[src/source/gw_config.svh]
`ifndef GW_CONFIG_SVH
`define GW_CONFIG_SVH

////////////////////
// Bus widths
`define GW_ADDR_WIDTH 20
`define GW_DATA_WIDTH 32

////////////////////
// Address map
// Everything below the DRAM base belongs to the host block
`define GW_DRAM_BASE_ADDR   20'h80000
`define GW_HOST_FINISH_ADDR 20'h00100
`define GW_HOST_STATUS_ADDR 20'h00104

////////////////////
// Memory model and host
`define GW_MEM_WORDS   256
`define GW_MEM_LATENCY 3
`define GW_NUM_CORE    4

`endif

[src/source/gw_pkg.sv]
`include "gw_config.svh"

package gw_pkg;

  // Byte address and data word
  typedef logic [`GW_ADDR_WIDTH-1:0] gw_addr_t;
  typedef logic [`GW_DATA_WIDTH-1:0] gw_data_t;

  // One program-finish bit per core
  typedef logic [`GW_NUM_CORE-1:0] gw_finish_t;

  typedef enum logic
  {
    GW_OP_READ  = 1'b0,
    GW_OP_WRITE = 1'b1
  } gw_op_e;

  typedef struct packed
  {
    gw_op_e   op;
    gw_addr_t addr;
    gw_data_t data;
  } gw_cmd_s;

  // Address echoed back with the response
  typedef struct packed
  {
    gw_op_e   op;
    gw_addr_t addr;
    gw_data_t data;
  } gw_resp_s;

  typedef enum logic [1:0]
  {
    DISP_IDLE = 2'd0,
    DISP_HOST = 2'd1,
    DISP_MEM  = 2'd2
  } gw_disp_state_e;

endpackage

[src/source/gw_resp_merge.sv]
`timescale 1ns/1ps

module gw_resp_merge
(
  input  logic             clk_i,
  input  logic             arst_n_i,

  input  logic             host_resp_valid_i,
  input  gw_pkg::gw_resp_s host_resp_i,
  output logic             host_resp_ready_o,

  input  logic             mem_resp_valid_i,
  input  gw_pkg::gw_resp_s mem_resp_i,
  output logic             mem_resp_ready_o,

  output logic             resp_valid_o,
  output gw_pkg::gw_resp_s resp_o,
  input  logic             resp_ready_i,

  output logic             resp_done_o
);

  import gw_pkg::*;

  logic     valid_q;
  gw_resp_s resp_q;
  logic     load;

  // Host wins when both offer
  assign host_resp_ready_o = ~valid_q;
  assign mem_resp_ready_o  = ~valid_q & ~host_resp_valid_i;
  assign load              = ~valid_q & (host_resp_valid_i | mem_resp_valid_i);

  always_ff @(posedge clk_i or negedge arst_n_i)
  begin
    if (!arst_n_i)
    begin
      valid_q <= 1'b0;
    end
    else if (load)
    begin
      valid_q <= 1'b1;
    end
    else if (resp_ready_i)
    begin
      valid_q <= 1'b0;
    end
  end

  always_ff @(posedge clk_i)
  begin
    if (load)
    begin
      resp_q <= host_resp_valid_i ? host_resp_i : mem_resp_i;
    end
  end

  assign resp_valid_o = valid_q;
  assign resp_o       = resp_q;
  assign resp_done_o  = valid_q & resp_ready_i;

  a_hold_stable : assert property (@(posedge clk_i) disable iff (!arst_n_i)
    (resp_valid_o && !resp_ready_i) |=> (resp_valid_o && $stable(resp_o)));

  // One request in flight, so only one source can answer
  a_one_source : assert property (@(posedge clk_i) disable iff (!arst_n_i)
    !(host_resp_valid_i && mem_resp_valid_i));

endmodule

[config.mk]
export PLATFORM = sky130hd
export DESIGN_NAME = gw_resp_merge
export DESIGN_NICKNAME = d
export VERILOG_FILES = /design/src/source/gw_pkg.sv /design/src/source/gw_resp_merge.sv
export VERILOG_INCLUDE_DIRS = /design/src /design/src/source
export SDC_FILE = /design/constraint.sdc
export NUM_CORES = 1
export LEC_CHECK = 0
export BUFFER_PORTS_ARGS = -buffer_cell sky130_fd_sc_hd__buf_2
export CELL_PAD_IN_SITES_DETAIL_PLACEMENT = 1
export CELL_PAD_IN_SITES_GLOBAL_PLACEMENT = 1
export CORE_ASPECT_RATIO = 0.75
export CORE_MARGIN = 8
export CORE_UTILIZATION = 35
export DETAILED_ROUTE_END_ITERATION = 10
export GPL_ROUTABILITY_DRIVEN = 0
export PLACE_DENSITY = 0.84
export RECOVER_POWER = 100
export SLEW_MARGIN = 20
export SYNTH_ARGS = -nofsm -noshare
export SYNTH_HDL_FRONTEND = slang
export SYNTH_SLANG_ARGS = --single-unit
[constraint.sdc]
create_clock -name clk_i -period 5.25 [get_ports clk_i]
set_input_delay 0.2625 -clock clk_i [delete_from_list [all_inputs] [get_ports clk_i]]
set_output_delay 0.2625 -clock clk_i [all_outputs]
set_load 0.03 [all_outputs]
==> run metrics <==
Seq/Total Area, Yosys 63.9%; initial core utilization 35.3%; setup TNS 0 ns; Core ar. 7160 um2; sw power 0.000269 W; CP Launch Type primary input; Post-Syn Area 2530 um2; pin count of the biggest net entering global routing 56; Post-CTS Setup Bufs 0; CTS Buffer Depth 2; io pins 168; Routed WL 7.02 mm; Overall Power 0.000945 W; # diodes 0; vias 1697; Die Span Y 89.6 um; Crit Path Class primary input to register; CTS H-Tree Depth 2; GRT overflow 0; Pint 0.000677 W; max-slew violations 54; top cell type's share of synthesized area 62.9%; CTS root buffer clkbuf_8; CP Capture Type register; Sink Count 54; post-layout minimum cycle time 3.33 ns; Arr. time, crit path 3.19 ns; clock network power share 23.4%; worst-path fanout max 55; DRT iter0 DRCs 58; Vias/cell 4.35; total die area 10200 um2; Clock Skews 0.00465 ns; Hold Path Class primary input to register; most frequent cells in the layout buf_2 (108), clkbuf_1 (59), edfxtp_1 (53); failing checks max-capacitance violations, max-slew violations; FF+latch count, synth 54; Cell Pwr Density 292 nW/um2; HPWL after detailed placement 5.63 mm; # setup viols final 0; Mapped Avg Cell Area 21.3 um2; commonest non-fill, non-tap cell in the layout buf_2; GRT Total Usage 12.9%; Req. time, crit path 5.11 ns; Ys Warns 0; post-route ant nets 0; DRC violations left 0; Max-Cap Viols 1; CTS tree built; layout cell share with drive strength beyond 1 42.2%; Synth area leader edfxtp_1; worst-skew pair later-pin latency 0.30 ns; first-pass GRT wire length 10.1 mm; 1st-pass router iterations 4; nets 400; fin crit share 63.4%; floorplan row count 27; sequential power share 56.2%; Mapped Cells 119; total CTS buffers 5; setup ws final 1.92 ns; status complete, but fails checks; Pleak 1.28 nW; Slew HR -92.0%; Synth area leaders edfxtp_1 (63%), mux2_4 (28%), buf_12 (4.0%); pre-CTS setup slack 2.91 ns; RSZ-0062 raised after global routing no; fin area 3240 um2; Hold Fails Final Rpt 0; FMAX 301 MHz; Area Growth Syn to Fin 27.9%; Worst VDD drop 0.000135 V; CTS clk-pin slew, worst paths 0.10 ns; vias in the first global route 1908; PortBufs 167; Wirelength per Cell 18.0 um; combinational share of power 20.4%; synth unique cells 10; Post-DP Area 3400 um2; Worst-Margin Slew 2.88 ns; Switching Fraction 28.4%; initial antenna violation count 0; post-CTS sizing 0; Syn Nets 230; Die X 114 um
[sequential cells by signal (all words and copies together) (netlist names)]
register	flops
resp_o	53
resp_valid_o	1
[routing by layer]
| layer | share of wire, % | GRT usage, % | vias to the layer above |
|---|---|---|---|
| met5 | 0 | 0 | - |
| met4 | 0.30 | 2.89 | 0 |
| met3 | 11 | 6.08 | 2 |
| met2 | 47 | 22.2 | 103 |
| met1 | 41 | 14.6 | 793 |
| li1 | - | - | 799 |
[power groups by stage]
stage	clock network [W]	registers (W)	logic [W]
detailed placement	0	0.000537	0.000236
CTS	0.000233	0.000528	0.000237
finish	0.000222	0.000531	0.000193
floorplan	0	0.000606	0.0000862
global placement	0	0.000536	0.000230
global route	0.000248	0.000535	0.000207
[logic make-up (layout without fill, tap and decap cells)]
family | after synthesis | count (layout) | share of synthesized area, %
and+or+nand+nor | 4 | 4 | 0.692
AOI/OAI and AO/OA | 1 | 1 | 0.198
DFF | 54 | 54 | 63.9
buffers and inverters | 7 | 177 | 4.55
muxes | 53 | 53 | 30.7
[worst paths after layout]
check                      slack (ns)            to               from  cells past startpoint
max                              1.92    resp_o[30]  host_resp_valid_i                      4
min                              0.24     resp_o[8]      mem_resp_i[8]                      2
max reg2reg                      2.18    resp_o[30]       resp_valid_o                      2
min reg2reg                      0.63  resp_valid_o       resp_valid_o                      2
max in group asynchronous        4.89  resp_valid_o           arst_n_i                      2
min in group asynchronous        0.26  resp_valid_o           arst_n_i                      2
[area by class of cell]
cell class,instances,area (um2)
clock buffers,5,68.8
clock inverters,2,15.0
fillers,826,3930
inverters,1,3.75
multi-input cells,58,627
flip-flops and latches,54,1620
well taps,101,126
repair buffers,169,779
[synthesized netlist by cell type]
master / instances
buf_12: 5
a21oi_1: 1
inv_1: 1
dfrtp_1: 1
mux2_4: 48
nor2_1: 3
and2_1: 1
buf_6: 1
edfxtp_1: 53
mux2_2: 5
[worst max-delay path: stages]
cell and delay (ns):
buf_4 0.54, nor2_1 0.19, nor2_4 0.11, clkbuf_1 2.03
[timing repair]
item	in CTS	in global routing
endpoints found under the hold margin	1	0
hold buffers	1	0
endpoints found under the setup margin	0	0
[metrics by stage]
stage	cells	utilization [%]	hold slack, ns
detailed placement	382	47.5	0.0424
floorplan	119	-	-0.0331
global placement	382	47.5	0.0387
finish	390	45.2	0.244
CTS	390	48.8	0.242
global route	390	45.2	0.227
Note: power is estimated with default switching activity, not from simulation.
