[src/source/gw_config.svh]
`ifndef GW_CONFIG_SVH
`define GW_CONFIG_SVH

////////////////////
// Bus widths
`define GW_ADDR_WIDTH 20
`define GW_DATA_WIDTH 32

////////////////////
// Address map
// Everything below the DRAM base belongs to the host block
`define GW_DRAM_BASE_ADDR   20'h80000
`define GW_HOST_FINISH_ADDR 20'h00100
`define GW_HOST_STATUS_ADDR 20'h00104

////////////////////
// Memory model and host
`define GW_MEM_WORDS   256
`define GW_MEM_LATENCY 3
`define GW_NUM_CORE    4

`endif

[src/source/gw_pkg.sv]
`include "gw_config.svh"

package gw_pkg;

  // Byte address and data word
  typedef logic [`GW_ADDR_WIDTH-1:0] gw_addr_t;
  typedef logic [`GW_DATA_WIDTH-1:0] gw_data_t;

  // One program-finish bit per core
  typedef logic [`GW_NUM_CORE-1:0] gw_finish_t;

  typedef enum logic
  {
    GW_OP_READ  = 1'b0,
    GW_OP_WRITE = 1'b1
  } gw_op_e;

  typedef struct packed
  {
    gw_op_e   op;
    gw_addr_t addr;
    gw_data_t data;
  } gw_cmd_s;

  // Address echoed back with the response
  typedef struct packed
  {
    gw_op_e   op;
    gw_addr_t addr;
    gw_data_t data;
  } gw_resp_s;

  typedef enum logic [1:0]
  {
    DISP_IDLE = 2'd0,
    DISP_HOST = 2'd1,
    DISP_MEM  = 2'd2
  } gw_disp_state_e;

endpackage

[src/source/gw_cmd_dispatch.sv]
`timescale 1ns/1ps

`include "gw_config.svh"

module gw_cmd_dispatch
(
  input  logic            clk_i,
  input  logic            arst_n_i,

  input  logic            cmd_valid_i,
  input  gw_pkg::gw_cmd_s cmd_i,
  output logic            cmd_ready_o,

  output logic            host_cmd_valid_o,
  output gw_pkg::gw_cmd_s host_cmd_o,
  input  logic            host_cmd_ready_i,

  output logic            mem_cmd_valid_o,
  output gw_pkg::gw_cmd_s mem_cmd_o,
  input  logic            mem_cmd_ready_i,

  input  logic            resp_done_i
);

  import gw_pkg::*;

  gw_disp_state_e state_q;
  gw_disp_state_e state_d;
  logic           idle;
  logic           is_host;
  logic           accept;

  ////////////////////
  // Address decode and steering

  assign idle    = (state_q == DISP_IDLE);
  assign is_host = (cmd_i.addr < `GW_DRAM_BASE_ADDR);

  // Valid goes only to the selected target
  assign host_cmd_o = cmd_i;
  assign mem_cmd_o  = cmd_i;

  assign host_cmd_valid_o = cmd_valid_i & idle & is_host;
  assign mem_cmd_valid_o  = cmd_valid_i & idle & ~is_host;

  assign cmd_ready_o = idle & (is_host ? host_cmd_ready_i : mem_cmd_ready_i);
  assign accept      = cmd_valid_i & cmd_ready_o;

  ////////////////////
  // Outstanding request FSM

  always_comb
  begin
    state_d = state_q;
    unique case (state_q)
      DISP_IDLE:
      begin
        if (accept)
        begin
          state_d = is_host ? DISP_HOST : DISP_MEM;
        end
      end
      DISP_HOST,
      DISP_MEM:
      begin
        if (resp_done_i)
        begin
          state_d = DISP_IDLE;
        end
      end
      default: state_d = DISP_IDLE;
    endcase
  end

  always_ff @(posedge clk_i or negedge arst_n_i)
  begin
    if (!arst_n_i)
    begin
      state_q <= DISP_IDLE;
    end
    else
    begin
      state_q <= state_d;
    end
  end

  a_accept_only_idle : assert property (@(posedge clk_i) disable iff (!arst_n_i)
    accept |=> !cmd_ready_o);

  // The merger never completes a request nobody issued
  a_done_only_busy : assert property (@(posedge clk_i) disable iff (!arst_n_i)
    resp_done_i |-> (state_q != DISP_IDLE));

endmodule

[config.mk]
export PLATFORM = sky130hd
export DESIGN_NAME = gw_cmd_dispatch
export DESIGN_NICKNAME = d
export VERILOG_FILES = /design/src/source/gw_pkg.sv /design/src/source/gw_cmd_dispatch.sv
export VERILOG_INCLUDE_DIRS = /design/src /design/src/source
export SDC_FILE = /design/constraint.sdc
export NUM_CORES = 1
export LEC_CHECK = 0
export BUFFER_PORTS_ARGS = -buffer_cell sky130_fd_sc_hd__buf_2
export CAP_MARGIN = 20
export CORE_AREA = 2 2 65 67
export DETAILED_ROUTE_END_ITERATION = 12
export DIE_AREA = 0 0 67 69
export GPL_TIMING_DRIVEN = 0
export HOLD_SLACK_MARGIN = 0.03
export PLACE_DENSITY = 0.74
export SLEW_MARGIN = 40
export SYNTH_ARGS = -nofsm -noshare
export SYNTH_HDL_FRONTEND = slang
export SYNTH_SLANG_ARGS = --single-unit
[constraint.sdc]
create_clock -name clk_i -period 1.51 [get_ports clk_i]
set_input_delay 0.0755 -clock clk_i [delete_from_list [all_inputs] [get_ports clk_i]]
set_output_delay 0.0755 -clock clk_i [all_outputs]
set_load 0.02 [all_outputs]
==> summary.md, run 1 <==
| Metric | Value |
|---|---|
| CP Capture Type | register |
| Final slew viol count | 0 |
| Unrepaired setup endpoints after global routing | false |
| Most flops, register | state_q |
| Total grt overflow | 0 |
| Drt first-iter violations | 11 |
| Synth top cells by count | 106 x buf_4, 2 x a21oi_1, 2 x dfrtp_1, 2 x inv_1, 2 x nor2b_1 |
| Global-route wire length before repair | 3860 um |
| Max Clock Skew | 0.000720 ns |
| Worst Hold Class | in2reg |
| Placed Area | 1590 um2 |
| Pre-CTS WS | 0.0328 ns |
| Non-filler cells in the finished layout | 294 |
| Ports | 168 |
| Hold WS | 0.183 ns |
| Synth area leader | buf_4 |
| Final core occ | 42.1% |
| Design area | 1650 um2 |
| Gp weighted congestion | 0.799 |
| Initial core utilization | 24.3% |
| Leakage | 1.06 nW |
| Largest regs | state_q (2) |
| Avg Cell Area, Syn | 7.62 um2 |
| Hold path depth | 3 |
| Hold Vio Cnt, Final | 0 |
| Number of synthesis warnings | 0 |
| Worst reg2reg setup slack | 0.07 ns |
| Pre-Repair DR Iteration Count | 4 |
| Max Fclk | 694 MHz |
| Clk sinks | 2 |
| Synthesized cell area | 952 um2 |
| RR Endpoint | state_q[0] |
| Initial antenna violation count | 0 |
| Total CTS buffers | 3 |
| Vias | 1057 |
| Hold_sp | mem_cmd_ready_i |
| Clk_lat worst skew | 0.21 ns |
| Vias in the first global route | 985 |
| Crit path DAT | 1.58 ns |
| Setup-failing EPs final | 0 |
| PwrDens | 647 nW/um2 |
| Flops & latches, synth | 2 |
| WP depth | 5 |
| CP Launch Type | register |
| Cell Rows | 23 |
| Post-synth EDFFs | 0 |
| Worst Setup Path Type | reg2reg |
| CTS clk-pin slew, worst paths | 0.03 ns |
| Worst path bufs/invs | 1 |
| Total track usage | 10.4% |
| Status | complete, no violations |
| Largest cells by area after synthesis | buf_4 84%, dfrtp_1 5.3%, ha_1 1.3%, nor2b_1 1.3%, a21oi_1 1.1% |
| Fin worst setup slack | 0.0695 ns |
| Share of the clock period used by the worst path after layout | 95.4% |
| Post-Synthesis Cells | 125 |
| CP max FO | 4 |
| HPWL after DPL | 2450 um |
| Hold Crit Endpoint | state_q[1] |
| Synth top area share | 83.6% |
| Tmin final | 1.44 ns |
| Routed WL | 2570 um |
| Area Growth Syn to Fin | 73.2% |
| Die Ht | 69 um |
| IO buf count | 115 |
| Final ANT Viol Nets | 0 |
| Slew HR | 88.5% |
| Diode count | 0 |
| Main synth FF type | dfrtp_1 |
| Core footprint | 3910 um2 |
| Share of cells above drive strength 1 | 92.6% |
| Die ar. | 4620 um2 |
| Setup repair bufs after CTS | 0 |
| Met3 Track Usage GR | 2.45% |
| Reg2Reg Depth | 5 |
| GRT Max-Usage Layer | met2 |
| Most frequent cell after synthesis | buf_4 |
| Sequential cell area fraction in the yosys report | 5.26% |
| Clock tree buffer depth | 2 |
| Synth Net Count | 185 |
| VDD IR max | 0.000215 V |
| Critical Path, Cell by Cell | inv_1 -> ha_1 -> nor2b_4 -> or4b_1 -> o21ai_1 |
| CP required | 1.65 ns |
| CTS H-tree lvls | 1 |
| Crit-path slowest cell | or4b_1 |
| Synth unique cells | 16 |
| Post-synth ARST share | 100% |
| Total Power | 1.07 mW |
| Setup TNS | 0 ns |
| Via/cell ratio | 3.60 |
| Max-cap check violation count | 0 |
| CTS tree | yes |
| Largest net degree at the start of global routing | 10 |
| Global routing usage on met1 | 8.12% |
| Met2 Use GR | 22.7% |
| Layout net count | 306 |
| Root Buffer | clkbuf_8 |
| Max reg flops | 2 |
| Number of remaining DRC errors | 0 |
| Worst path max stage delay | 0.50 ns |
| Die X | 67 um |
| Routed WL per cell | 8.75 um |
| RR Startpoint | state_q[0] |
| Tightest Pin Transition | 0.172 ns |
| Delay-heaviest family, CP | simple AND/OR/NAND/NOR gates |
| Post-Place Cells | 290 |
repair_timing:
| action | CTS | global route |
|---|---|---|
| endpoints found under the hold margin | 2 | 0 |
| hold buffers | 1 | 0 |
| resized for setup | 0 | 4 |
| endpoints found under the setup margin | 0 | 1 |
cell families after synthesis:
logic type | Yosys count | share of synthesized area (%)
flip-flops | 2 | 5.26
AND/OR/NAND/NOR | 9 | 5.78
AO/OA/AOI/OAI | 4 | 2.23
multiplexers | 1 | 1.05
adder cells (fa/ha/maj) | 1 | 1.31
buffers and inverters | 108 | 84.4
cell usage in the layout, fill, tap and decap left out:
master and count:
or4b_1 1, nor2b_4 1, o22ai_1 1, nor2b_1 1
and3_1 1, a21oi_1 2, dlygate4sd3_1 1, nand3_1 1
ha_1 1, inv_1 1, nand4_1 1, nand2_1 1
inv_2 1, nor2_1 1, o21ai_1 1, dfrtp_1 2
mux2i_1 1, buf_4 106, buf_2 115, nand3b_1 1
clkbuf_8 3
worst register-to-register path, delay by kind of cell (launching register included):
kind	cells	cell delay, ns
fa+ha+maj	1	0.23
compound gates	1	0.09
simple gates	2	0.64
buf+inv	1	0.07
flops	1	0.35
power breakdown:
part / total, mW / switching, mW / leakage, nW / internal [mW]
Combinational: 0.768 / 0.392 / 1.02 / 0.376
Sequential: 0.0847 / 0.00781 / 0.0264 / 0.0769
Clock: 0.214 / 0.0451 / 0.0216 / 0.169
area by class of cell:
class,instances,area [um2]
Sequential cell,2,50.0
Clock buffer,3,41.3
Fill cell,396,2260
Timing Repair Buffer,116,586
Inverter,2,7.51
Multi-Input combinational cell,15,106
Tap cell,50,62.6
Buffer,106,796
worst max-delay path by stage:
stage	end	startpoint	slack, ns
floorplan	state_q[0]	state_q[0]	0.12
global placement	state_q[0]	state_q[1]	0.05
detailed placement	state_q[0]	state_q[1]	0.03
CTS	state_q[0]	state_q[1]	0.03
global route	state_q[0]	state_q[0]	0.01
finish	state_q[0]	state_q[0]	0.07
routing by layer:
metal | share of wire, % | up-vias
met5 | 0 | -
met2 | 58 | 97
met4 | 0.54 | 0
met3 | 16 | 2
met1 | 25 | 437
li1 | - | 521
Note: power is estimated with default switching activity, not from simulation.
==> run 2, diff against run 1 <==
Settings changed: BUFFER_PORTS_ARGS -buffer_cell sky130_fd_sc_hd__buf_2 to -buffer_cell sky130_fd_sc_hd__buf_4, CELL_PAD_IN_SITES_DETAIL_PLACEMENT set to 0, CELL_PAD_IN_SITES_GLOBAL_PLACEMENT set to 1, CORE_AREA 2 2 65 67 to not set, CORE_UTILIZATION set to 15, CTS_CLUSTER_DIAMETER set to 40, DIE_AREA 0 0 67 69 to not set, PLACE_DENSITY 0.74 to not set, PLACE_DENSITY_LB_ADDON set to 0.1.
==> run 2 against run 1 <==
  * Combinational power rose by 20%
  * Clock power fell by 2%
  * Global-route usage fell by 3.9 points
  * Die area rose by 44%
  * Sequential cell count did not move
  * Count of clock-buffer cells in the layout did not move
  * Non-clock buffer count did not move
  * First-iteration DRC count fell by 73%
==> summary.md, run 2 (same netlist as run 1, synthesis figures left out) <==
| Metric | Value |
|---|---|
| Total CTS buffers | 3 |
| Tightest Pin Transition | 0.114 ns |
| Largest regs | state_q (2) |
| Worst Setup Path Type | reg2reg |
| Reg2Reg Depth | 5 |
| Die Ht | 81.7 um |
| CP max FO | 4 |
| Post-Place Cells | 315 |
| IO buf count | 115 |
| Final ANT Viol Nets | 0 |
| Worst Hold Class | in2async |
| Total Power | 1.22 mW |
| Most flops, register | state_q |
| RR Startpoint | state_q[1] |
| Diode count | 0 |
| Global-route wire length before repair | 3440 um |
| Number of remaining DRC errors | 0 |
| PwrDens | 617 nW/um2 |
| Share of cells above drive strength 1 | 93.4% |
| CTS tree | yes |
| Total grt overflow | 0 |
| Core footprint | 6030 um2 |
| Die X | 81.7 um |
| CTS H-tree lvls | 1 |
| Hold Vio Cnt, Final | 0 |
| Delay-heaviest family, CP | simple AND/OR/NAND/NOR gates |
| WP depth | 5 |
| Routed WL | 2760 um |
| CP Launch Type | register |
| HPWL after DPL | 2550 um |
| Max Clock Skew | 0.00540 ns |
| Root Buffer | clkbuf_8 |
| Pre-Repair DR Iteration Count | 4 |
| Leakage | 1.16 nW |
| Crit path DAT | 1.55 ns |
| Area Growth Syn to Fin | 108% |
| Worst path max stage delay | 0.49 ns |
| Hold WS | 0.183 ns |
| Clk_lat worst skew | 0.21 ns |
| Final slew viol count | 0 |
| Critical Path Sink | state_q[0] |
| Commonest cells after routing, fill and taps aside | 221 x buf_4, 3 x clkbuf_8, 2 x inv_2, 2 x a21oi_1, 2 x dfrtp_1 |
| Initial core utilization | 15.8% |
| Gp weighted congestion | 0.642 |
| Slew HR | 92.2% |
| CP required | 1.64 ns |
| Unrepaired setup endpoints after global routing | false |
| Drt first-iter violations | 3 |
| Share of the clock period used by the worst path after layout | 93.8% |
| Layout net count | 306 |
| CTS clk-pin slew, worst paths | 0.03 ns |
| Total track usage | 6.56% |
| Worst path bufs/invs | 1 |
| Worst reg2reg setup slack | 0.09 ns |
| Vias | 1039 |
| Clk sinks | 2 |
| Most common cell after layout, fill and taps aside | buf_4 |
| Ports | 168 |
| CP Capture Type | register |
| Clock tree buffer depth | 2 |
| RR Endpoint | state_q[0] |
| Setup TNS | 0 ns |
| Vias in the first global route | 839 |
| Status | complete, no violations |
| Tmin final | 1.42 ns |
| Initial antenna violation count | 0 |
| Max-cap check violation count | 0 |
| Fill count | 655 |
| Crit-path slowest cell | or4b_1 |
| Non-filler cells in the finished layout | 319 |
| Cell Rows | 28 |
| Final core occ | 32.9% |
| Setup repair bufs after CTS | 0 |
| Routed WL per cell | 8.66 um |
| CP Launch Point | state_q[1] |
| Setup-failing EPs final | 0 |
| VDD IR max | 0.000648 V |
| Die ar. | 6670 um2 |
| Critical Path, Cell by Cell | inv_2 -> ha_4 -> nor2b_4 -> or4b_1 -> o21ai_1 |
| Max Fclk | 706 MHz |
| Via/cell ratio | 3.26 |
| Max reg flops | 2 |
| Largest net degree at the start of global routing | 10 |
==> run 2: final cells by class <==
type / count / area [um2] / share of cell area, %
Buffer: 106 / 796 / 40.2
Multi-Input combinational cell: 15 / 119 / 6.00
Inverter: 2 / 7.51 / 0.379
Sequential cell: 2 / 50.0 / 2.53
Timing Repair Buffer: 116 / 873 / 44.1
Clock buffer: 3 / 41.3 / 2.08
Tap cell: 75 / 93.8 / 4.74
==> run 2: through the flow <==
step | area (um2) | setup WS [ns]
4_1_cts | 1960 | 0.0223
6_report | 1980 | 0.0929
3_5_place_dp | 1910 | 0.0462
5_1_grt | 1980 | 0.0111
2_1_floorplan | 952 | 0.123
3_3_place_gp | 1910 | 0.0329
==> run 2: power breakdown <==
group / internal [mW] / switching, mW / total [mW]
sequential: 0.0771 / 0.0110 / 0.0881
clock: 0.168 / 0.0411 / 0.210
combinational: 0.505 / 0.419 / 0.924
total: 0.750 / 0.471 / 1.22
==> run 2: timing repair <==
item / 4_1_cts / 5_1_grt
resized for setup: 0 / 6
hold endpoints to repair: 2 / 0
endpoints found under the setup margin: 0 / 1
hold buffers: 1 / 0
==> run 2: routing by layer <==
| layer | track usage (%) | up-vias | routed length (um) |
|---|---|---|---|
| met4 | 2.28 | 0 | 40 |
| met3 | 2.89 | 4 | 485 |
| li1 | - | 521 | - |
| met2 | 13.9 | 94 | 1530 |
| met1 | 5.05 | 420 | 706 |
| met5 | 0 | - | 0 |
==> run 2: worst min path at each step <==
stage | from | endpoint | slack [ns] | cells past startpoint
4_1_cts | arst_n_i | state_q[1] | 0.18 | 2
3_5_place_dp | arst_n_i | state_q[0] | -0.14 | 1
5_1_grt | arst_n_i | state_q[1] | 0.21 | 2
6_report | arst_n_i | state_q[1] | 0.18 | 2
3_3_place_gp | arst_n_i | state_q[0] | -0.14 | 1
2_1_floorplan | arst_n_i | state_q[0] | -0.22 | 0
