`config.mk`:
```
export PLATFORM = sky130hd
export DESIGN_NAME = gw_host_mmio
export DESIGN_NICKNAME = d
export VERILOG_FILES = /design/src/source/gw_pkg.sv /design/src/source/gw_host_mmio.sv
export VERILOG_INCLUDE_DIRS = /design/src /design/src/source
export SDC_FILE = /design/constraint.sdc
export NUM_CORES = 1
export LEC_CHECK = 0
export BUFFER_PORTS_ARGS = -buffer_cell sky130_fd_sc_hd__buf_2
export CORE_MARGIN = 3
export CORE_UTILIZATION = 37
export CTS_CLUSTER_SIZE = 14
export DETAILED_ROUTE_END_ITERATION = 8
export PLACE_DENSITY = 0.8
export SYNTH_ARGS = -nofsm -noshare
export SYNTH_HDL_FRONTEND = slang
export SYNTH_SLANG_ARGS = --single-unit
```
`constraint.sdc`:
```
create_clock -name clk_i -period 3.6 [get_ports clk_i]
set_clock_uncertainty 0.2 [all_clocks]
set_input_delay 0.18 -clock clk_i [delete_from_list [all_inputs] [get_ports clk_i]]
set_output_delay 0.18 -clock clk_i [all_outputs]
set_load 0.02 [all_outputs]
```
`src/source/gw_config.svh`:
```
`ifndef GW_CONFIG_SVH
`define GW_CONFIG_SVH

////////////////////
// Bus widths
`define GW_ADDR_WIDTH 20
`define GW_DATA_WIDTH 32

////////////////////
// Address map
// Everything below the DRAM base belongs to the host block
`define GW_DRAM_BASE_ADDR   20'h80000
`define GW_HOST_FINISH_ADDR 20'h00100
`define GW_HOST_STATUS_ADDR 20'h00104

////////////////////
// Memory model and host
`define GW_MEM_WORDS   256
`define GW_MEM_LATENCY 3
`define GW_NUM_CORE    4

`endif

```
`src/source/gw_pkg.sv`:
```
`include "gw_config.svh"

package gw_pkg;

  // Byte address and data word
  typedef logic [`GW_ADDR_WIDTH-1:0] gw_addr_t;
  typedef logic [`GW_DATA_WIDTH-1:0] gw_data_t;

  // One program-finish bit per core
  typedef logic [`GW_NUM_CORE-1:0] gw_finish_t;

  typedef enum logic
  {
    GW_OP_READ  = 1'b0,
    GW_OP_WRITE = 1'b1
  } gw_op_e;

  typedef struct packed
  {
    gw_op_e   op;
    gw_addr_t addr;
    gw_data_t data;
  } gw_cmd_s;

  // Address echoed back with the response
  typedef struct packed
  {
    gw_op_e   op;
    gw_addr_t addr;
    gw_data_t data;
  } gw_resp_s;

  typedef enum logic [1:0]
  {
    DISP_IDLE = 2'd0,
    DISP_HOST = 2'd1,
    DISP_MEM  = 2'd2
  } gw_disp_state_e;

endpackage

```
`src/source/gw_host_mmio.sv`:
```
`timescale 1ns/1ps

`include "gw_config.svh"

module gw_host_mmio
(
  input  logic               clk_i,
  input  logic               arst_n_i,

  input  logic               cmd_valid_i,
  input  gw_pkg::gw_cmd_s    cmd_i,
  output logic               cmd_ready_o,

  output logic               resp_valid_o,
  output gw_pkg::gw_resp_s   resp_o,
  input  logic               resp_ready_i,

  output gw_pkg::gw_finish_t finish_o
);

  import gw_pkg::*;

  localparam int FIN_IDX_W = (`GW_NUM_CORE > 1) ? $clog2(`GW_NUM_CORE) : 1;

  logic       resp_valid_q;
  gw_resp_s   resp_q;
  gw_finish_t finish_q;
  logic       accept;
  logic       is_write;
  gw_data_t   rd_data;

  assign cmd_ready_o = ~resp_valid_q;
  assign accept      = cmd_valid_i & cmd_ready_o;
  assign is_write    = (cmd_i.op == GW_OP_WRITE);

  // Only the status register reads back something
  assign rd_data = (cmd_i.addr == `GW_HOST_STATUS_ADDR) ? gw_data_t'(finish_q) : '0;

  ////////////////////
  // Finish bits and response valid

  always_ff @(posedge clk_i or negedge arst_n_i)
  begin
    if (!arst_n_i)
    begin
      finish_q     <= '0;
      resp_valid_q <= 1'b0;
    end
    else
    begin
      if (accept && is_write && (cmd_i.addr == `GW_HOST_FINISH_ADDR))
      begin
        finish_q[cmd_i.data[FIN_IDX_W-1:0]] <= 1'b1;
      end
      if (accept)
      begin
        resp_valid_q <= 1'b1;
      end
      else if (resp_ready_i)
      begin
        resp_valid_q <= 1'b0;
      end
    end
  end

  always_ff @(posedge clk_i)
  begin
    if (accept)
    begin
      resp_q.op   <= cmd_i.op;
      resp_q.addr <= cmd_i.addr;
      resp_q.data <= is_write ? '0 : rd_data;
    end
  end

  assign resp_valid_o = resp_valid_q;
  assign resp_o       = resp_q;
  assign finish_o     = finish_q;

endmodule

```
==> impl_metrics.env, run 1 <==
export IMPL_setup_violations_final=0
export IMPL_critPathRequiredTime_ns=3.66
export IMPL_drt_iter0_drc=29
export IMPL_rsz0062_at_grt="false"
export IMPL_die_w_um=65.28
export IMPL_layout_cells_most_common="buf_2"
export IMPL_clockRootBuffer="clkbuf_4"
export IMPL_cts_sinks=30
export IMPL_hold_viol_final=0
export IMPL_drc=0
export IMPL_port_buffers=57
export IMPL_whs_path_depth=2
export IMPL_num_vias=898
export IMPL_globalplace_congestion=0.6623
export IMPL_cts_hold_buffers=27
export IMPL_final_area_sq_mm=0.001889
export IMPL_critPathCaptureType="flip-flop"
export IMPL_critPathMaxFanout=19
export IMPL_path_buf_inv=2
export IMPL_fill_cells=270
export IMPL_startpoint_type="flip-flop"
export IMPL_rows=20
export IMPL_grt_use_total_pct=13.39
export IMPL_cts_inserted_buffers=5
export IMPL_worstPathCellList="nor2b_2 -> buf_4 -> nand4b_1 -> o41ai_1 -> dlygate4sd3_1"
export IMPL_crit_family="buffers and inverters"
export IMPL_synthCells=84
export IMPL_routed_wl_um=2702
export IMPL_diodes=0
export IMPL_seqCellArea_sq_um=875.8
export IMPL_avgRoutedWirePerCell_um=12.28
export IMPL_nets=232
export IMPL_critPathMaxStageDelay_ns=0.60
export IMPL_maxCapViolCount=0
export IMPL_period_share_pct=70.54
export IMPL_io_pins=116
export IMPL_final_max_slew_viol_count=0
export IMPL_min_from="cmd_valid_i"
export IMPL_yosysWarnings=0
export IMPL_dpl_hpwl_um=1948
export IMPL_synth_seq_cells=30
export IMPL_avgSynthCellArea_sq_um=15.48
export IMPL_synth_cell_types=15
export IMPL_htree_levels=2
export IMPL_reg2reg_from="resp_valid_o"
export IMPL_path_depth=5
export IMPL_drtAntennaViolNets=0
export IMPL_grt_pass1_wl_um=4167
export IMPL_leakagePower_nw=0.8479
export IMPL_start_util_pct=40.59
export IMPL_post_cts_resized=0
export IMPL_worst_setup_path_type="reg -> reg"
export IMPL_ys_seq_area_share_pct=67.37
export IMPL_worstSkewPairLatency_ns=0.32
export IMPL_irDropWorstVdd_uv=239.2
export IMPL_grt_pass1_vias=917
export IMPL_grt_antenna_before_repair=0
export IMPL_grt_max_degree=20
export IMPL_syn_area_sq_mm=0.001300
export IMPL_place_area_sq_mm=0.001541
export IMPL_crit_arrival_ns=2.60
export IMPL_mostFrequentLayoutCells="buf_2, conb_1, dlygate4sd3_1"
export IMPL_dieArea_sq_mm=0.004261
export IMPL_core_area_sq_mm=0.003203
export IMPL_rrSetupSlack_ns=1.06
export IMPL_whs_endpoint="resp_o[49]"
export IMPL_path_clk_slew_ns=0.09
export IMPL_worst_r2r_endpoint="finish_o[2]"
export IMPL_powerDensity_mw_per_mm2=424.4
export IMPL_fmax_mhz=393.8
export IMPL_viasPerCell=4.082
export IMPL_area_delta_synth_final_pct=45.33
export IMPL_post_cts_setup_buffer_count=0
export IMPL_setup_tns_ns=0
export IMPL_status="complete, no violations"
export IMPL_fp_dieH_um=65.28
export IMPL_grt_overflow_total=0
export IMPL_drive_gt1_share_pct=40.34
export IMPL_min_path_type="in -> reg"
export IMPL_tritoncts="built"
export IMPL_min_period_ns=2.539
export IMPL_multiInputGateArea_sq_um=291.5
export IMPL_cts_buffer_depth=2
export IMPL_dr_pass1_iters=4
export IMPL_crit_slowest_cell="dlygate4sd3_1"
export IMPL_reg2reg_depth=5
-- worst reg2reg max path, delay by kind of cell, from the launching register on --
| family | cells | cell delay (ns) |
|---|---|---|
| compound gates | 1 | 0.30 |
| buf+inv | 2 | 0.94 |
| flops | 1 | 0.41 |
| simple gates | 2 | 0.62 |
-- cell type report --
class / instances / area share (%)
clock buffers: 5 / 1.987
well taps: 44 / 2.914
repair buffers: 85 / 29.80
multi-input cells: 46 / 15.43
inverters: 7 / 1.391
flip-flops and latches: 30 / 46.36
clock inverters: 3 / 2.119
-- flip-flops by register name, summed over array words and instances (netlist names) --
| register | cells |
|---|---|
| resp_valid_o | 1 |
| finish_o | 4 |
| resp_o | 25 |
-- worst max-delay path by stage --
stage	end	startpoint
2_1_floorplan	finish_o[0]	resp_valid_o
3_3_place_gp	finish_o[0]	resp_valid_o
3_5_place_dp	finish_o[0]	resp_valid_o
4_1_cts	finish_o[2]	resp_valid_o
5_1_grt	finish_o[2]	resp_valid_o
6_report	finish_o[2]	resp_valid_o
-- cells in the mapped netlist, drive strengths merged --
| master | n | area share, % |
|---|---|---|
| inv | 7 | 2.0 |
| nor2b | 1 | 0.48 |
| nor4 | 3 | 3.8 |
| dfrtp | 5 | 9.6 |
| o41ai | 4 | 2.7 |
| conb | 1 | 0.29 |
| buf | 28 | 16 |
| nor4b | 1 | 1.8 |
| nor3 | 5 | 1.9 |
| edfxtp | 25 | 58 |
| nand3b | 1 | 0.58 |
| nand4 | 1 | 1.6 |
| nand4b | 1 | 0.67 |
| o21bai | 1 | 0.58 |
-- per-stage QoR --
stage / hold WS (ns) / worst slack (ns) / instances / utilization [%] / power (mW)
floorplan: -0.3156 / 0.9713 / 111 / - / 0.5110
global placement: -0.2047 / 1.674 / 185 / 48.13 / 0.5321
detailed placement: -0.1987 / 1.577 / 185 / 48.13 / 0.5350
CTS: 0.1411 / 1.097 / 220 / 58.98 / 0.8111
global route: 0.1488 / 0.8083 / 220 / 58.98 / 0.8449
finish: 0.1547 / 1.061 / 220 / 58.98 / 0.8019
-- report_power, final --
part	switching [mW]	internal [mW]	total (mW)	leakage, nW
clock network	0.109	0.144	0.253	0.0450
logic	0.0917	0.0489	0.141	0.519
registers	0.00627	0.403	0.409	0.284
total	0.207	0.595	0.802	0.848
-- routing by layer --
metal  track usage (%)  wire (um)
met1             12.79        889
met2             25.28       1430
met3             5.128        369
met4             5.440         13
met5                 0          0
-- logic make-up after synthesis --
logic type / after synthesis / synth area share (%)
buffers and inverters: 35 / 18.19
DFF: 30 / 67.37
and+or+nand+nor: 13 / 10.88
AOI/OAI and AO/OA: 5 / 3.272
other: 1 / 0.2885
Note: power is estimated with default switching activity, not from simulation.
==> run 2: changes to the inputs <==
--- a/config.mk
+++ b/config.mk
@@ -8,10 +8,10 @@
 export LEC_CHECK = 0
 export BUFFER_PORTS_ARGS = -buffer_cell sky130_fd_sc_hd__buf_2
 export CORE_MARGIN = 3
-export CORE_UTILIZATION = 37
+export CORE_UTILIZATION = 33
 export CTS_CLUSTER_SIZE = 14
 export DETAILED_ROUTE_END_ITERATION = 8
-export PLACE_DENSITY = 0.8
+export PLACE_DENSITY = 0.76
 export SYNTH_ARGS = -nofsm -noshare
 export SYNTH_HDL_FRONTEND = slang
 export SYNTH_SLANG_ARGS = --single-unit
==> constraint.sdc (replaced) <==
create_clock -name clk_i -period 2.2 [get_ports clk_i]
set_clock_uncertainty 0.2 [all_clocks]
set_input_delay 0.11 -clock clk_i [delete_from_list [all_inputs] [get_ports clk_i]]
set_output_delay 0.11 -clock clk_i [all_outputs]
set_load 0.02 [all_outputs]
==> run 2 against run 1 <==
Sequential share of layout area up 0.15 points; clock-buffer cell count rose by 2; die area grew 11%; critical path depth unchanged; via count increased by 2.1%; worst setup slack got worse by 0.78 ns; global-route usage fell by 1.5 points; sequential power grew 64%; largest power group unchanged; utilization shrank 8.3 points; cell count rose by 0.91%; power up 61%; first-iteration DRC count grew 66%.
==> impl_metrics.env, run 2 (synthesis gave the netlist of run 1 again) <==
export IMPL_powerDensity_mw_per_mm2=684.4
export IMPL_fmax_mhz=520.7
export IMPL_leakagePower_nw=0.8399
export IMPL_avgRoutedWirePerCell_um=13.14
export IMPL_grt_use_total_pct=11.88
export IMPL_min_period_ns=1.920
export IMPL_worstSkewPairLatency_ns=0.27
export IMPL_hold_viol_final=0
export IMPL_p_int_uw=957.0
export IMPL_grt_overflow_total=0
export IMPL_cts_sinks=30
export IMPL_cp_endpoint="finish_o[2]"
export IMPL_drive_gt1_share_pct=39.08
export IMPL_grt_pass1_vias=832
export IMPL_post_cts_resized=0
export IMPL_rrSetupSlack_ns=0.71
export IMPL_final_max_slew_viol_count=0
export IMPL_rows=22
export IMPL_final_core_utilization_pct=50.67
export IMPL_cts_buffer_depth=2
export IMPL_dieArea_sq_mm=0.004729
export IMPL_switching_share_pct=25.74
export IMPL_routed_wl_um=2916
export IMPL_grt_max_degree=27
export IMPL_core_area_sq_mm=0.003716
export IMPL_diodes=0
export IMPL_reg2reg_from="resp_valid_o"
export IMPL_htree_levels=2
export IMPL_drt_iter0_drc=48
export IMPL_setup_violations_final=0
export IMPL_largest_register_ffs=25
export IMPL_dpl_hpwl_um=1852
export IMPL_drtAntennaViolNets=0
export IMPL_num_vias=917
export IMPL_nets=231
export IMPL_min_path_type="in -> reg"
export IMPL_die_w_um=68.77
export IMPL_globalplace_congestion=0.8097
export IMPL_setup_tns_ns=0
export IMPL_critPathCaptureType="flip-flop"
export IMPL_cts_inserted_buffers=5
export IMPL_mostFrequentLayoutCells="buf_2, conb_1, dlygate4sd3_1"
export IMPL_rsz0062_at_grt="false"
export IMPL_worst_setup_path_type="in -> reg"
export IMPL_dp_cells=189
export IMPL_fin_cells=222
export IMPL_startpoint_type="input port"
export IMPL_crit_arrival_ns=1.85
export IMPL_io_pins=116
export IMPL_power_share_clock_pct=29.8
export IMPL_start_util_pct=34.98
export IMPL_port_buffers=57
export IMPL_critPathMaxFanout=4
export IMPL_status="complete, no violations"
export IMPL_period_share_pct=87.29
export IMPL_worst_r2r_endpoint="finish_o[2]"
export IMPL_grt_antenna_before_repair=0
export IMPL_maxCapViolCount=0
export IMPL_fp_dieH_um=68.77
export IMPL_dr_pass1_iters=4
export IMPL_path_clk_slew_ns=0.06
export IMPL_layout_cells_most_common="buf_2"
export IMPL_comb_power_share_pct=18.2
export IMPL_worstSetupStartpoint="cmd_i[37]"
export IMPL_drc=0
export IMPL_switchingPower_uw=331.8
export IMPL_hold_slack_ns=0.1958
export IMPL_clockRootBuffer="clkbuf_8"
export IMPL_grt_pass1_wl_um=3843
export IMPL_power_frac_seq_pct=52.0
export IMPL_area_delta_synth_final_pct=44.85
export IMPL_irDropWorstVdd_uv=197.0
export IMPL_viasPerCell=4.131
export IMPL_power_mw=1.289
export IMPL_critPathRequiredTime_ns=2.13
export IMPL_reg2reg_depth=3
export IMPL_tritoncts="built"
[run 2: changes by cell type in the layout (fill, tap and decap cells not counted)]
cell / delta
bufinv_16: -1
clkbuf_1: +2
clkbuf_4: -5
clkbuf_8: +5
clkinv_2: -2
dlygate4sd3_1: -1
[run 2: cell type report]
cell class / instances / area (sq um)
Tap cell: 48 / 60.06
Timing Repair Buffer: 84 / 553.0
Multi-Input combinational cell: 46 / 291.5
Inverter: 7 / 26.28
Fill cell: 312 / 1833
Clock buffer: 7 / 76.32
Sequential cell: 30 / 875.8
[run 2: how the worst min path moves through the flow]
stage | startpoint | depth (start not counted) | endpoint | slack, ns
4_1_cts | cmd_valid_i | 4 | finish_o[0] | 0.17
3_5_place_dp | arst_n_i | 1 | resp_valid_o | -0.27
3_3_place_gp | arst_n_i | 1 | resp_valid_o | -0.28
6_report | cmd_valid_i | 4 | finish_o[3] | 0.20
5_1_grt | cmd_valid_i | 4 | finish_o[0] | 0.20
2_1_floorplan | arst_n_i | 0 | finish_o[0] | -0.39
[run 2: routing by layer]
layer / up-vias / wire (um) / track usage [%]
li1: 423 / - / -
met1: 420 / 1008 / 11.18
met2: 70 / 1460 / 21.57
met3: 4 / 408 / 4.376
met4: 0 / 38 / 7.299
met5: - / 0 / 0
[run 2: repair_timing]
| action | CTS | global route |
|---|---|---|
| endpoints found under the hold margin | 31 | 0 |
| hold buffers | 26 | 0 |
| buffers inserted | 0 | 0 |
[run 2: power groups by stage]
stage	combinational, mW	sequential [mW]	clock (mW)
after global placement	0.193	0.679	0
final	0.235	0.670	0.384
after CTS	0.230	0.669	0.399
after global routing	0.252	0.673	0.423
after detailed placement	0.195	0.680	0
after floorplan	0.109	0.728	0
[run 2: stage by stage]
step,area (sq um),worst slack [ns]
6_report,1883,0.2795
5_1_grt,1883,0.2111
4_1_cts,1883,0.2914
3_5_place_dp,1546,0.5477
3_3_place_gp,1546,0.6300
2_1_floorplan,1404,0.1201
[run 2: critical path, cell delays in order]
cell           delay (ns)
dlygate4sd3_1        0.53
buf_2                0.13
nor4_1               0.43
nand4b_1             0.26
o41ai_1              0.39
==> run 3: changes to the inputs <==
--- a/config.mk
+++ b/config.mk
@@ -7,6 +7,7 @@
 export NUM_CORES = 1
 export LEC_CHECK = 0
 export BUFFER_PORTS_ARGS = -buffer_cell sky130_fd_sc_hd__buf_2
+export CORE_ASPECT_RATIO = 1.75
 export CORE_MARGIN = 3
 export CORE_UTILIZATION = 33
 export CTS_CLUSTER_SIZE = 14
==> run 3 against run 2 <==
Design area rose by 2.0%; first-iteration DRC count fell by 67%; power grew 12%; fmax grew 9.1%.
==> impl_metrics.env, run 3 (synthesis gave the netlist of run 1 again) <==
export IMPL_status="complete, no violations"
export IMPL_final_max_slew_viol_count=0
export IMPL_htree_levels=2
export IMPL_die_w_um=53.45
export IMPL_post_cts_resized=0
export IMPL_maxCapViolCount=0
export IMPL_dpl_hpwl_um=1940
export IMPL_drive_gt1_share_pct=40.91
export IMPL_tritoncts="built"
export IMPL_globalplace_congestion=0.7719
export IMPL_min_path_type="in -> reg"
export IMPL_area_delta_synth_final_pct=47.74
export IMPL_period_share_pct=80.02
export IMPL_worst_setup_path_type="in -> reg"
export IMPL_largest_register_ffs=25
export IMPL_clockRootBuffer="clkbuf_8"
export IMPL_mostFrequentLayoutCells="buf_2, conb_1, dlygate4sd3_1"
export IMPL_grt_max_degree=13
export IMPL_port_buffers=57
export IMPL_crit_slowest_cell="dlygate4sd3_1"
export IMPL_fmax_mhz=568.0
export IMPL_reg2reg_from="resp_valid_o"
export IMPL_grt_antenna_before_repair=0
export IMPL_diodes=0
export IMPL_min_from="cmd_valid_i"
export IMPL_avgRoutedWirePerCell_um=13.56
export IMPL_io_pins=116
export IMPL_core_area_sq_mm=0.003701
export IMPL_rrSetupSlack_ns=0.57
export IMPL_drtAntennaViolNets=0
export IMPL_worstPathCellList="dlygate4sd3_1 -> buf_2 -> nor4_1 -> nand4b_1 -> o41ai_1"
export IMPL_setup_tns_ns=0
export IMPL_critPathCaptureType="flip-flop"
export IMPL_critPathMaxFanout=4
export IMPL_fill_cells=300
export IMPL_min_period_ns=1.760
export IMPL_num_vias=934
export IMPL_worst_r2r_endpoint="finish_o[1]"
export IMPL_whs_endpoint="resp_o[50]"
export IMPL_worstSkewPairLatency_ns=0.28
export IMPL_rsz0062_at_grt="false"
export IMPL_start_util_pct=35.13
export IMPL_finalWorstSetupSlack_ns=0.4395
export IMPL_leakagePower_nw=0.8645
export IMPL_routed_wl_um=3011
export IMPL_reg2reg_depth=3
export IMPL_grt_overflow_total=0
export IMPL_setup_violations_final=0
export IMPL_crit_arrival_ns=1.73
export IMPL_path_clk_slew_ns=0.06
export IMPL_critPathMaxStageDelay_ns=0.54
export IMPL_grt_use_total_pct=13.18
export IMPL_whs_path_depth=2
export IMPL_critPathRequiredTime_ns=2.17
export IMPL_dieArea_sq_mm=0.004758
export IMPL_cts_sinks=30
export IMPL_hold_viol_final=0
export IMPL_irDropWorstVdd_uv=676.9
export IMPL_cts_buffer_depth=2
export IMPL_dr_pass1_iters=4
export IMPL_nets=232
export IMPL_drc=0
export IMPL_rows=29
export IMPL_cts_inserted_buffers=5
export IMPL_layout_cells_most_common="buf_2"
export IMPL_place_ws_ns=0.5425
export IMPL_viasPerCell=4.207
export IMPL_drt_iter0_drc=16
export IMPL_crit_family="buffers and inverters"
export IMPL_path_buf_inv=2
export IMPL_grt_pass1_wl_um=4278
export IMPL_startpoint_type="input port"
export IMPL_grt_pass1_vias=885
export IMPL_fp_dieH_um=89.03
export IMPL_powerDensity_mw_per_mm2=751.5
[run 3: cell count changes in the layout (fill, tap and decap cells not counted)]
cell,delta
clkinv_2,+2
bufinv_16,+1
clkbuf_1,-2
buf_4,+1
[run 3: through the flow]
stage | power, mW | area (sq um) | hold slack, ns | utilization, % | std cells
2_1_floorplan | 0.8363 | 1404 | -0.3856 | - | 111
3_3_place_gp | 0.8739 | 1551 | -0.2708 | 41.92 | 188
3_5_place_dp | 0.8767 | 1551 | -0.2706 | 41.92 | 188
4_1_cts | 1.445 | 1921 | 0.1133 | 51.89 | 222
5_1_grt | 1.500 | 1921 | 0.1160 | 51.89 | 222
6_report | 1.443 | 1921 | 0.1185 | 51.89 | 222
[run 3: area by class of cell]
class	instances	area, sq um	share of cell area, %
sequential	30	875.8	45.60
inverter	7	26.28	1.368
timing repair buffer	85	560.5	29.19
clock inverter	3	40.04	2.085
multi-input combinational	46	291.5	15.18
clock buffer	5	68.82	3.583
tap	46	57.56	2.997
[run 3: repair_timing]
item,CTS,global route
setup buffers,0,0
hold buffers,26,0
hold endpoints to repair,31,0
[run 3: report_power, final]
group	switching [mW]	internal (mW)	leakage, nW	total (mW)
registers	0.00950	0.660	0.284	0.669
logic	0.154	0.0825	0.522	0.237
clock network	0.205	0.333	0.0579	0.537
[run 3: worst max-delay path by stage]
stage,cells past startpoint,to,startpoint,slack [ns]
after floorplan,3,finish_o[0],resp_valid_o,0.12
after global placement,3,finish_o[1],resp_valid_o,0.55
after detailed placement,3,finish_o[0],resp_valid_o,0.54
after CTS,5,finish_o[1],cmd_i[37],0.42
after global routing,5,finish_o[0],cmd_i[37],0.25
final,5,finish_o[1],cmd_i[37],0.44
[run 3: layer usage]
layer | vias to the layer above | wire, um | global-route usage, %
met4 | 0 | 118 | 10.00
met3 | 10 | 358 | 3.506
met1 | 417 | 906 | 10.24
met2 | 77 | 1627 | 25.47
met5 | - | 0 | 0
li1 | 430 | - | -
